**config.mk**
```make
export PLATFORM = sky130hd
export DESIGN_NAME = fixflo_unit
export DESIGN_NICKNAME = d
export VERILOG_FILES = /design/src/hdl/fixflo_pkg.sv /design/src/hdl/fixed_multiplier.sv /design/src/hdl/half_decoder.sv /design/src/hdl/half_multiplier.sv /design/src/hdl/fixflo_unit.sv
export SDC_FILE = /design/constraint.sdc
export NUM_CORES = 1
export LEC_CHECK = 0
export BUFFER_PORTS_ARGS = -buffer_cell sky130_fd_sc_hd__buf_2
export CORE_MARGIN = 10
export CORE_UTILIZATION = 30
export CTS_CLUSTER_DIAMETER = 120
export CTS_CLUSTER_SIZE = 10
export DETAILED_ROUTE_END_ITERATION = 10
export GPL_TIMING_DRIVEN = 0
export PLACE_DENSITY_LB_ADDON = 0.08
export SYNTH_ARGS = -nofsm -noshare
export SYNTH_HDL_FRONTEND = slang
export SYNTH_SLANG_ARGS = --single-unit
export TNS_END_PERCENT = 10
```
**constraint.sdc**
```tcl
create_clock -name clk -period 12.2 [get_ports clk]
set_input_delay 0.61 -clock clk [delete_from_list [all_inputs] [get_ports clk]]
set_output_delay 0.61 -clock clk [all_outputs]
set_load 0.02 [all_outputs]
```
**src/hdl/fixflo_pkg.sv**
```systemverilog
// fixflo shared definitions
// widths, binary16 format constants, operation codes and the flag,
// decoded-operand and request structs used across the arithmetic unit

package fixflo_pkg;

  localparam int WORD_W     = 16;  // operand and result width
  localparam int FRAC_W     = 10;  // binary16 fraction
  localparam int FIX_FRAC_W = 8;   // 8.8 fixed point fraction
  localparam int EXP_W      = 5;
  localparam int EXP_BIAS   = 15;
  localparam int EXP_MAX    = 31;  // all-ones exponent
  localparam int SIG_W      = FRAC_W + 1;  // with hidden bit

  typedef logic [WORD_W-1:0] word_t;
  typedef logic [EXP_W-1:0]  exp_t;
  typedef logic [SIG_W-1:0]  sig_t;

  localparam word_t QNAN = 16'h7E00;  // canonical quiet NaN

  typedef enum logic [1:0] {
    OP_FIX_ADD = 2'd0,
    OP_FIX_MUL = 2'd1,
    OP_FLT_MUL = 2'd2
  } op_e;

  typedef struct packed {
    logic overflow;
    logic zero;
    logic nan;
    logic precision_lost;
  } flags_t;

  // one binary16 operand split into fields
  typedef struct packed {
    logic sign;
    exp_t exp;
    sig_t sig;      // hidden bit in the msb
    logic is_zero;  // subnormals land here too
    logic is_inf;
    logic is_nan;
  } half_fields_t;

  typedef struct packed {
    op_e   op;
    word_t a;
    word_t b;
  } fix_req_t;

endpackage

```
**src/hdl/fixed_multiplier.sv**
```systemverilog
// fixed_multiplier
// unsigned 8.8 fixed point multiply from sixteen gated partial products,
// flags integer overflow and dropped fraction bits

`timescale 1ns/1ns

module fixed_multiplier (
  input  fixflo_pkg::word_t  a,
  input  fixflo_pkg::word_t  b,
  output fixflo_pkg::word_t  result,
  output fixflo_pkg::flags_t flags
);
  import fixflo_pkg::*;

  logic [2*WORD_W-1:0] a_ext;
  logic [2*WORD_W-1:0] pp [WORD_W];  // shifted copies of a
  logic [2*WORD_W-1:0] grp [4];      // partial sums
  logic [2*WORD_W-1:0] prod;

  // a sits with its binary point at bit 16 of the wide word
  assign a_ext = {{(WORD_W-FIX_FRAC_W){1'b0}}, a, {FIX_FRAC_W{1'b0}}};

  // b[i] weighs 2^(i-8)
  always_comb
  begin
    for (int i = 0; i < WORD_W; i++)
    begin
      if (i < FIX_FRAC_W)
        pp[i] = (a_ext >> (FIX_FRAC_W - i)) & {(2*WORD_W){b[i]}};
      else
        pp[i] = (a_ext << (i - FIX_FRAC_W)) & {(2*WORD_W){b[i]}};
    end
  end

  // four interleaved groups, then one final add
  always_comb
  begin
    for (int g = 0; g < 4; g++)
    begin
      grp[g] = pp[g] + pp[g+4] + pp[g+8] + pp[g+12];
    end
  end

  assign prod = grp[0] + grp[1] + grp[2] + grp[3];

  // keep the middle 8.8 window
  assign result = prod[WORD_W+FIX_FRAC_W-1:FIX_FRAC_W];

  assign flags = '{
    overflow:       |prod[2*WORD_W-1:WORD_W+FIX_FRAC_W],  // integer part too wide
    zero:           1'b0,
    nan:            1'b0,
    precision_lost: |prod[FIX_FRAC_W-1:0]                 // truncated fraction
  };

endmodule

```
**src/hdl/half_decoder.sv**
```systemverilog
// half_decoder
// splits a binary16 word into sign, exponent and significand and
// classifies it; subnormal inputs are treated as zero

`timescale 1ns/1ns

module half_decoder (
  input  fixflo_pkg::word_t        num,
  output fixflo_pkg::half_fields_t fields
);
  import fixflo_pkg::*;

  exp_t              exp_raw;
  logic [FRAC_W-1:0] frac;
  logic              exp_ones;

  assign exp_raw  = num[WORD_W-2 -: EXP_W];
  assign frac     = num[FRAC_W-1:0];
  assign exp_ones = (exp_raw == exp_t'(EXP_MAX));

  always_comb
  begin
    fields.sign    = num[WORD_W-1];
    fields.exp     = exp_raw;
    fields.sig     = {|exp_raw, frac};  // hidden bit for normals
    fields.is_zero = (exp_raw == '0);   // flush subnormals
    fields.is_inf  = exp_ones & (frac == '0);
    fields.is_nan  = exp_ones & (frac != '0);
  end

endmodule

```
**src/hdl/half_multiplier.sv**
```systemverilog
// half_multiplier
// binary16 multiply of normal operands with truncation; handles NaN,
// infinity, zero, exponent overflow and underflow to signed zero

`timescale 1ns/1ns

module half_multiplier (
  input  fixflo_pkg::word_t  a,
  input  fixflo_pkg::word_t  b,
  output fixflo_pkg::word_t  result,
  output fixflo_pkg::flags_t flags
);
  import fixflo_pkg::*;

  half_fields_t        fa;
  half_fields_t        fb;
  logic                sign_r;
  logic [2*SIG_W-1:0]  prod;
  logic                norm;      // product in [2,4)
  logic [EXP_W+1:0]    exp_sum;   // two guard bits, read as signed
  logic [FRAC_W-1:0]   frac_r;
  logic                frac_lost;
  logic                nan_case;
  logic                inf_case;
  logic                zero_case;

  half_decoder u_dec_a (
    .num    (a),
    .fields (fa)
  );

  half_decoder u_dec_b (
    .num    (b),
    .fields (fb)
  );

  assign sign_r = fa.sign ^ fb.sign;
  assign prod   = fa.sig * fb.sig;
  assign norm   = prod[2*SIG_W-1];

  assign exp_sum = {2'b00, fa.exp} + {2'b00, fb.exp} + (EXP_W+2)'(norm)
                 - (EXP_W+2)'(EXP_BIAS);

  // drop the leading one, truncate the rest
  assign frac_r    = norm ? prod[2*SIG_W-2 -: FRAC_W] : prod[2*SIG_W-3 -: FRAC_W];
  assign frac_lost = norm ? |prod[SIG_W-1:0] : |prod[FRAC_W-1:0];

  assign nan_case  = fa.is_nan | fb.is_nan
                   | (fa.is_inf & fb.is_zero) | (fa.is_zero & fb.is_inf);
  assign inf_case  = fa.is_inf | fb.is_inf;
  assign zero_case = fa.is_zero | fb.is_zero;

  always_comb
  begin
    result = {sign_r, exp_sum[EXP_W-1:0], frac_r};
    flags  = '0;
    if (nan_case)
    begin
      result    = QNAN;
      flags.nan = 1'b1;
    end
    else if (inf_case)
    begin
      result         = {sign_r, exp_t'(EXP_MAX), {FRAC_W{1'b0}}};
      flags.overflow = 1'b1;
    end
    else if (zero_case)
    begin
      result     = {sign_r, {(WORD_W-1){1'b0}}};
      flags.zero = 1'b1;
    end
    else if ($signed(exp_sum) >= EXP_MAX)
    begin
      // too large for binary16
      result               = {sign_r, exp_t'(EXP_MAX), {FRAC_W{1'b0}}};
      flags.overflow       = 1'b1;
      flags.precision_lost = 1'b1;
    end
    else if ($signed(exp_sum) < 1)
    begin
      result               = {sign_r, {(WORD_W-1){1'b0}}};  // no subnormal output
      flags.zero           = 1'b1;
      flags.precision_lost = 1'b1;
    end
    else
    begin
      flags.precision_lost = frac_lost;
    end
  end

endmodule

```
**src/hdl/fixflo_unit.sv**
```systemverilog
// fixflo_unit
// 16-bit arithmetic unit: 8.8 fixed add and multiply, binary16 multiply;
// samples a request on in_valid and presents the result two cycles later

`timescale 1ns/1ns

module fixflo_unit (
  input  logic               clk,
  input  logic               rst_n,
  input  logic               in_valid,
  input  fixflo_pkg::op_e    op,
  input  fixflo_pkg::word_t  a,
  input  fixflo_pkg::word_t  b,
  output logic               out_valid,
  output fixflo_pkg::word_t  result,
  output fixflo_pkg::flags_t flags
);
  import fixflo_pkg::*;

  fix_req_t        req;
  logic            req_valid;
  logic [WORD_W:0] add_full;  // carry in the msb
  word_t           mul_result;
  word_t           flt_result;
  word_t           sel_result;
  flags_t          mul_flags;
  flags_t          flt_flags;
  flags_t          sel_flags;

  // request sampling stage
  always_ff @(posedge clk or negedge rst_n)
  begin
    if (!rst_n)
      req_valid <= 1'b0;
    else
      req_valid <= in_valid;
  end

  always_ff @(posedge clk)
  begin
    if (in_valid)
      req <= '{op: op, a: a, b: b};
  end

  fixed_multiplier u_fixed_mul (
    .a      (req.a),
    .b      (req.b),
    .result (mul_result),
    .flags  (mul_flags)
  );

  half_multiplier u_half_mul (
    .a      (req.a),
    .b      (req.b),
    .result (flt_result),
    .flags  (flt_flags)
  );

  assign add_full = {1'b0, req.a} + {1'b0, req.b};

  always_comb
  begin
    sel_result = '0;
    sel_flags  = '0;
    case (req.op)
      OP_FIX_ADD:
      begin
        sel_result         = add_full[WORD_W-1:0];
        sel_flags.overflow = add_full[WORD_W];
      end
      OP_FIX_MUL:
      begin
        sel_result = mul_result;
        sel_flags  = mul_flags;
      end
      OP_FLT_MUL:
      begin
        sel_result = flt_result;
        sel_flags  = flt_flags;
      end
      default:
      begin
        sel_result = '0;  // unused code gives a clean zero
        sel_flags  = '0;
      end
    endcase
  end

  // result stage, loaded only for a sampled request
  always_ff @(posedge clk or negedge rst_n)
  begin
    if (!rst_n)
    begin
      out_valid <= 1'b0;
      result    <= '0;
      flags     <= '0;
    end
    else
    begin
      out_valid <= req_valid;
      if (req_valid)
      begin
        result <= sel_result;
        flags  <= sel_flags;
      end
    end
  end

endmodule

```
# --- Yosys cells after proc, flatten, opt, wreduce, memory -nomap -nowiden ---
# Cells that the tools add are included.
totals:
  reg_bits: 56
  out_inout_bits: 21
op_classes:
  addsub: 19
  multipliers: 1
  magnitude_cmp: 2
  n_eq_ne: 4
  mux: 24
  bitwise_logic: 28
  reduce_logical: 13
ops:
  columns: ["operator", "count"]
  rows:
  - ["adder 32 bit", 15]
  - ["2-to-1 mux 15 bit", 4]
  - ["case mux 16 bit (3 select lines)", 1]
  - ["AND 16 x 32 -> 32 bit", 1]
  - ["AND 17 x 32 -> 32 bit", 1]
  - ["AND 18 x 32 -> 32 bit", 1]
  - ["AND 19 x 32 -> 32 bit", 1]
  - ["AND 20 x 32 -> 32 bit", 1]
  - ["AND 21 x 32 -> 32 bit", 1]
  - ["AND 22 x 32 -> 32 bit", 1]
  - ["AND 23 x 32 -> 32 bit", 1]
  - ["AND 24 x 32 -> 32 bit", 1]
  - ["AND 25 x 32 -> 32 bit", 1]
  - ["AND 26 x 32 -> 32 bit", 1]
  - ["AND 27 x 32 -> 32 bit", 1]
  - ["AND 28 x 32 -> 32 bit", 1]
  - ["AND 29 x 32 -> 32 bit", 1]
  - ["AND 30 x 32 -> 32 bit", 1]
  - ["AND 31 x 32 -> 32 bit", 1]
  - ["multiplier 11 x 11 -> 22 bit", 1]
  - ["logical NOT 10 bit", 2]
  - ["nonzero test 10 bit", 2]
  - ["adder 16 x 16 -> 17 bit", 1]
  - ["2-to-1 mux 16 bit", 1]
  - ["22 further kinds", 48]

# --- Logic depth before layout (Yosys ltp) ---
# Gate-level depths: netlist of run 1.
depth:
  word_depth: 11
  depth_mapped: 31

# --- Cells and area by module ---
# A second synthesis of run 1 with hierarchy kept.
hier_totals:
  hier_cells: 1855
  hier_area_um2: 16641.0
by_module_without_submodules:
  columns: ["module", "instances", "cells_each", "area_per_inst_um2", "seq_area_each_um2"]
  rows:
  - ["fixed_multiplier", 1, 947, 8379.3, 0.0]
  - ["half_multiplier", 1, 603, 4898.4, 0.0]
  - ["fixflo_unit", 1, 249, 2965.3, 1571.5]
  - ["half_decoder", 2, 28, 198.9, 0.0]

# --- Worst setup path after synthesis of run 1 ---
# OpenSTA, ideal clock, no wires.
synth_path:
  path_kind: "register -> register"
  startpoint: "reg req[28] (netlist name)"
  endpoint: "reg flags[3] (netlist name)"
  arrival_ns: 7.760
  required_time_ns: 12.110
  path_slack_ns: 4.349
  stages_incl_launch_ff: 31
  n_path_buf: 0
  period_less_slack_ns: 7.851
  cell_sequence: "edfxtp_1 or4_1 nor2_1 nor2b_1 fa_1 inv_1 fa_1 inv_1 fa_1 fa_1 inv_1 fa_1 inv_1 ha_1 and2_1 a221o_1 a311oi_2 a21oi_2 xnor2_2 inv_2 ha_1 inv_1 ha_1 nor2_1 nor2_1 and3_1 nor3_1 a2111oi_4 o2111a_1 a211oi_2 o221ai_1"
synth_via:
  elab_chain_len: 10
  elab_cells_between_ends: 55
  classes_between: "add/sub: 19; mul: 1; order compare: 1; eq/ne: 1; mux: 5; bitwise: 25; reduce/logical: 3"
synth_lines:
  columns: ["element", "line_no", "rtl"]
  rows:
  - ["start: declaration", "fixflo_unit.sv:20", "fix_req_t req;"]
  - ["start signal: assignment", "fixflo_unit.sv:42", "req <= '{op: op, a: a, b: b};"]
  - ["parallel branches: the longest is 9 deep, another holds adder 32 bit", null, null]
  - ["case mux 1 bit (3 select lines) *", "fixflo_unit.sv:65", "case (req.op)"]
  - ["end signal: assignment", "fixflo_unit.sv:104", "flags <= sel_flags;"]
  - ["end: declaration", "fixflo_unit.sv:16", "output fixflo_pkg::flags_t flags"]
# Every way passes the cells marked *.
# A chain may end at the register's enable or synchronous reset.

# --- Worst setup path in the final report of run 1 ---
layout_path:
  startpoint: "reg req[30] (netlist name)"
  endpoint: "reg flags[3] (netlist name)"
# Same word-level chain as after synthesis.

==> impl_summary.txt, run 1 <==
----------------------------------------------------
[Outcome]
  Status ... completed

[Yosys]
  Synth Net Count ... 2089
  Instance count of the mapped netlist ... 1603
  Most frequently used flop master after synthesis ... edfxtp_1
  Asr flop ratio synth ... 0.393
  Synthesized area per cell ... 9.39 um2
  Proportion of synthesized chip area in sequential cells ... 0.104
  Synth Cell Area ... 15000 um2
  Number of synthesized flops with an enable pin ... 34
  Count of different cell masters after synthesis ... 73
  Synthesis-stage register bit count ... 56
  Yosys synthesis warning count ... 0

[Cells and area]
  Post-Route Utilization ... 0.327
  Final net count ... 2153
  Proportion of layout cells with a drive suffix above 1 ... 0.0522
  Diode insertion count for antenna repair ... 0
  Number of fillers in the final layout ... 5424
  Commonest non-fill, non-tap cell in the layout ... inv_1
  Layout-stage area growth over the synthesis result ... 8.50%
  Commonest cells after routing, fill and taps aside ... inv_1, fa_1, ha_1, nand2_1, and2_1

[Clock network]
  Count of cells resized by post-cts repair ... 0
  TritonCTS clock tree ... yes
  Hold-fix buffers at CTS ... 0
  Clock buffers created by TritonCTS ... 5
  Maximum buffer depth of the clock tree ... 2
  Worst-skew pair later-pin latency ... 330 ps
  Number of sinks handled by clock tree synthesis ... 56
  H-tree depth ... 2
  Clock edge transition at the registers on the reported setup and hold paths ... 80 ps
  Master cell of the clock root buffer ... clkbuf_16
  Number of buffers inserted by post-CTS setup repair ... 0

[Min path]
  Worst hold path class ... in2async

[Drt]
  Wire per inst ... 21.4 um
  Number of design rule violations left after detail routing ... 0
  Antenna Violating Nets Remaining ... 0
  Iteration-0 DRC Markers ... 616
  DR vias ... 11200
  Aggregate routed wire length ... 50.0 mm
  Number of vias per cell ... 4.79
  DR pass1 iterations ... 5

[GRT]
  All-Layer GR Usage ... 0.170
  GR Overflow Total ... 0
  Largest net degree at the start of global routing ... 36
  Global-route wire length before repair ... 76.7 mm
  Antenna violations before repair ... 1
  Via count of the first global-routing pass ... 12145

[Floorplanning]
  Number of top-level pins ... 58
  Chip height ... 244 um
  Num rows ... 82
  Effective utilization at floorplan ... 0.302
  Die footprint ... 59500 um2
  DIE WIDTH ... 244 um
  Area of the core ... 49900 um2

[Placed design]
  Total half-perimeter wirelength after legalization and detailed placement ... 42.4 mm
  Number of I/O port buffers ... 57
  Weighted congestion at the end of routability-driven global placement ... 0.842

[STA]
  Worst-Margin Slew ... 1140 ps
  Maximum clock rate ... 0.106 GHz
  Worst Hold Margin ... 259 ps
  Largest clock skew in the final design ... 13.2 ps
  Final worst path period share ... 0.777
  Setup_tns ... 0 ps
  Number of endpoints failing setup at the final stage ... 0
  Max-slew headroom at the worst pin ... 0.219
  Time the worst path needs with I/O delays and setup ... 9480 ps
  Number of max-slew violations in the final report ... 0
  Final-report hold violation count ... 0
  RSZ-0062 raised after global routing ... no

[Worst setup path]
  Sort of element at the start of the critical path ... register
  Category of the most critical setup path ... reg2reg
  Data required, critical path ... 12440 ps
  Data arrival time of the worst path ... 9720 ps
  Element type at the critical path end ... register
  Worst-path fanout max ... 10
  Slowest cell delay on critical path ... 770 ps
  Library cell contributing the largest single delay on the critical path ... nor2_1

[Run]
  Total of max-cap violations ... 0

----------------------------------------------------
-- sequential cells by signal, indices dropped and copies added (netlist names) --
name       flops
flags          4
out_valid      1
req           34
req_valid      1
result        16
-- worst paths after layout --
| kind | cells past startpoint | start | slack [ps] | end |
|---|---|---|---|---|
| setup / recovery | 30 | req[30] | 2720 | flags[3] |
| hold / removal | 1 | rst_n | 260 | req_valid |
| setup reg to reg | 30 | req[30] | 2720 | flags[3] |
| hold reg to reg | 0 | req_valid | 390 | out_valid |
| max in group asynchronous | 1 | rst_n | 11570 | result[7] |
| min in group clk | 0 | req_valid | 390 | out_valid |
-- critical path: cells and delay by family, from the launching register on --
kind	cells	cell delay, ps
AOI/OAI and AO/OA	7	2040
xor gates and xnor gates	1	420
adders and majority gates	8	3360
buffers and inverters	6	490
DFF	1	650
and+or+nand+nor	8	2410
-- layer usage --
metal | global-route usage | routed length [um] | up-vias
li1 | - | - | 5241
met1 | 0.225 | 22600 | 5800
met2 | 0.305 | 25900 | 138
met3 | 0.0125 | 948 | 21
met4 | 0.0234 | 512 | 0
met5 | 0 | 0 | -
-- kinds of logic after synthesis --
family / Yosys count / synth area share
and+or+nand+nor: 439 / 0.150
AOI/OAI and AO/OA: 210 / 0.0976
xor gates and xnor gates: 56 / 0.0331
adders and majority gates: 449 / 0.510
DFF: 56 / 0.104
muxes: 16 / 0.0107
buffers and inverters: 377 / 0.0942
-- Yosys cell counts, types with 5 or more instances --
| library cell | n | area share |
|---|---|---|
| nor3_1 | 12 | 0.0040 |
| or2_2 | 6 | 0.0025 |
| edfxtp_1 | 34 | 0.068 |
| dfrtp_1 | 22 | 0.037 |
| o22ai_1 | 5 | 0.0021 |
| o221ai_1 | 9 | 0.0052 |
| o21a_1 | 10 | 0.0050 |
| o211ai_1 | 7 | 0.0035 |
| o31a_1 | 5 | 0.0029 |
| or3_1 | 6 | 0.0025 |
| xor2_1 | 17 | 0.0099 |
| nor2_1 | 43 | 0.011 |
| a211oi_1 | 5 | 0.0025 |
| nor4_1 | 8 | 0.0033 |
| a22oi_1 | 11 | 0.0055 |
| xnor2_1 | 38 | 0.022 |
| mux2i_1 | 15 | 0.010 |
| inv_1 | 328 | 0.082 |
| a31oi_1 | 10 | 0.0042 |
| nor2b_1 | 21 | 0.0087 |
| nand2b_1 | 5 | 0.0021 |
| nand3_1 | 14 | 0.0047 |
| clkbuf_1 | 43 | 0.011 |
| a21o_1 | 16 | 0.0080 |
| o21ai_0 | 31 | 0.010 |
| fa_1 | 274 | 0.36 |
| nand2_1 | 152 | 0.038 |
| a21oi_1 | 51 | 0.017 |
| and2_1 | 142 | 0.059 |
| ha_1 | 175 | 0.15 |
| nand4_1 | 5 | 0.0021 |
| and3_1 | 12 | 0.0050 |
-- per-stage QoR --
stage	worst slack, ps	instances	area [um2]
6_report	2720	2340	16300
5_1_grt	2140	2340	16300
4_1_cts	2630	2340	16300
3_5_place_dp	2670	2332	16200
3_3_place_gp	2690	2332	16200
2_1_floorplan	4350	1603	15000
-- layout make-up --
cell class | count | area [um2] | share of cell area
inverter | 329 | 1230 | 0.0756
tap | 672 | 841 | 0.0515
timing repair buffer | 57 | 285 | 0.0175
sequential | 56 | 1570 | 0.0963
multi-input combinational | 1170 | 12100 | 0.739
buffer | 48 | 183 | 0.0112
clock buffer | 5 | 125 | 0.00766
clock inverter | 3 | 27.5 | 0.00169
Power of run 1 is not shown: default switching activity piles up to over one toggle a cycle in this logic, so the estimate is an artifact.
==> run 2, diff against run 1 <==
clock period = 9.45 ns   (was 12.2 ns; I/O delays follow)
==> run 2 against run 1 <==
Register-to-register slack worse by 2200 ps. Sequential share of layout area hardly changed. Core utilization grew 0.063 points. Non-clock buffer count stayed put. Via count up 0.11%. Global-route usage hardly changed.
==> impl_summary.txt, run 2 (same netlist as run 1, synthesis figures left out) <==
----------------------------------------------------
[Worst setup path]
  Category of the most critical setup path ... reg2reg (unchanged)
  Worst-path fanout max ... 9 (was 10)
  Data arrival time of the worst path ... 9160 ps (was 9720 ps)
  Data required, critical path ... 9690 ps (was 12440 ps)
  Sort of element at the start of the critical path ... register (unchanged)
  Element type at the critical path end ... register (unchanged)

[STA]
  RSZ-0062 raised after global routing ... no (unchanged)
  Number of endpoints failing setup at the final stage ... 0 (unchanged)
  Time the worst path needs with I/O delays and setup ... 8920 ps (was 9480 ps)
  Maximum clock rate ... 0.112 GHz (was 0.106 GHz)
  Setup_tns ... 0 ps (unchanged)
  Final worst path period share ... 0.944 (was 0.777)
  Largest clock skew in the final design ... 14.8 ps (was 13.2 ps)
  Max-slew headroom at the worst pin ... 0.191 (was 0.219)
  Worst-Margin Slew ... 1180 ps (was 1140 ps)
  Number of max-slew violations in the final report ... 0 (unchanged)
  Final-report hold violation count ... 0 (unchanged)

[Drt]
  Iteration-0 DRC Markers ... 541 (was 616)
  Number of design rule violations left after detail routing ... 0 (unchanged)
  DR pass1 iterations ... 5 (unchanged)
  Aggregate routed wire length ... 49.9 mm (was 50.0 mm)
  Number of vias per cell ... 4.79 (about the same)
  Antenna Violating Nets Remaining ... 0 (unchanged)
  Wire per inst ... 21.3 um (was 21.4 um)
  DR vias ... 11212 (was 11200)

[Min path]
  Worst hold path class ... in2async (unchanged)

[Clock network]
  Clock buffers created by TritonCTS ... 5 (unchanged)
  Clock edge transition at the registers on the reported setup and hold paths ... 80 ps (about the same)
  H-tree depth ... 2 (unchanged)
  Master cell of the clock root buffer ... clkbuf_16 (unchanged)
  Worst-skew pair later-pin latency ... 330 ps (about the same)
  Number of sinks handled by clock tree synthesis ... 56 (unchanged)
  Maximum buffer depth of the clock tree ... 2 (unchanged)
  TritonCTS clock tree ... yes (unchanged)

[Placed design]
  Total half-perimeter wirelength after legalization and detailed placement ... 42.4 mm (unchanged)
  Weighted congestion at the end of routability-driven global placement ... 0.842 (unchanged)
  Number of I/O port buffers ... 57 (unchanged)

[GRT]
  Largest net degree at the start of global routing ... 36 (unchanged)
  Via count of the first global-routing pass ... 12146 (was 12145)
  GR Overflow Total ... 0 (unchanged)
  Antenna violations before repair ... 2 (was 1)
  All-Layer GR Usage ... 0.170 (about the same)
  Global-route wire length before repair ... 76.6 mm (was 76.7 mm)

[Cells and area]
  Number of fillers in the final layout ... 5419 (was 5424)
  Combined flip-flop and latch cell area ... 1570 um2 (unchanged)
  Multi-input logic area ... 12100 um2 (about the same)
  Commonest non-fill, non-tap cell in the layout ... inv_1 (unchanged)
  Biggest regs ... req x34, result x16, flags x4 (unchanged)
  Commonest cells after routing, fill and taps aside ... inv_1, fa_1, ha_1, nand2_1, and2_1 (unchanged)
  Largest register FFs ... 34 (unchanged)
  Proportion of layout cells with a drive suffix above 1 ... 0.0558 (was 0.0522)
  Final net count ... 2153 (unchanged)
  Layout-stage area growth over the synthesis result ... 8.71% (was 8.50%)
  Register containing the most flip-flops in the final layout ... req (unchanged)

[Floorplanning]
  Chip height ... 244 um (unchanged)
  Area of the core ... 49900 um2 (unchanged)
  Effective utilization at floorplan ... 0.302 (unchanged)
  Num rows ... 82 (unchanged)
  Die footprint ... 59500 um2 (unchanged)
  DIE WIDTH ... 244 um (unchanged)
  Number of top-level pins ... 58 (unchanged)

[Run]
  Total of max-cap violations ... 0 (unchanged)

[Outcome]
  Status ... completed (unchanged)

----------------------------------------------------
[run 2: per-layer routing]
metal / wire length, um / GRT usage / up-vias / share of wire
li1: - / - / 5245 / -
met3: 861 / 0.0125 / 19 / 0.017
met1: 22700 / 0.224 / 5805 / 0.45
met2: 26000 / 0.306 / 143 / 0.52
met5: 0 / 0 / - / 0
met4: 420 / 0.0208 / 0 / 0.0084
[run 2: final timing paths]
path	start	endpoint	slack (ps)	cells after the start
worst max-delay path	req[12]	flags[3]	530	26
worst min-delay path	rst_n	req_valid	130	1
worst max register to register	req[12]	flags[3]	530	26
worst min register to register	req_valid	out_valid	390	0
max in group asynchronous	rst_n	result[7]	8940	1
min in group clk	a[6]	req[22]	310	1
[run 2: metrics by stage]
step | std cells | util | cell area (um2) | setup slack, ps | hold slack, ps
finish | 2342 | 0.328 | 16400 | 525 | 126
CTS | 2340 | 0.327 | 16300 | 170 | 131
floorplan | 1603 | - | 15000 | 1600 | 177
detailed placement | 2332 | 0.324 | 16200 | -83.3 | 371
global route | 2340 | 0.328 | 16400 | 61.1 | 140
global placement | 2332 | 0.324 | 16200 | -56.1 | 359
[run 2: area by class of cell]
class,count,area share
clock inverter,3,0.00168
sequential,56,0.0961
inverter,329,0.0755
timing repair buffer,57,0.0174
tap,672,0.0514
multi-input combinational,1170,0.738
clock buffer,5,0.00765
antenna,2,0.000306
buffer,48,0.0115
[run 2: timing repair]
| action | 4_1_cts | 5_1_grt |
|---|---|---|
| setup buffers | 0 | 0 |
| setup endpoints to repair | 10 | 16 |
| hold buffers | 0 | 0 |
| gates resized for setup | 1 | 15 |
| pin swaps | 0 | 0 |
[run 2: worst max-delay path, stage by stage (launching register included)]
cell and delay (ps):
edfxtp_1 610, or4_1 670, o21ai_0 650, fa_1 550
fa_1 460, fa_1 530, fa_1 440, fa_1 490
inv_1 70, ha_1 350, a21o_1 220, a221o_1 380
a311oi_2 420, a21oi_2 210, xnor2_4 230, inv_2 240
ha_1 190, inv_1 40, ha_1 260, and2_1 180
nor2_1 210, and3_1 240, nor3_1 90, a2111oi_4 530
o2111a_1 320, a211oi_2 60, o221ai_1 200
Power of run 2 is left out for the same reason.
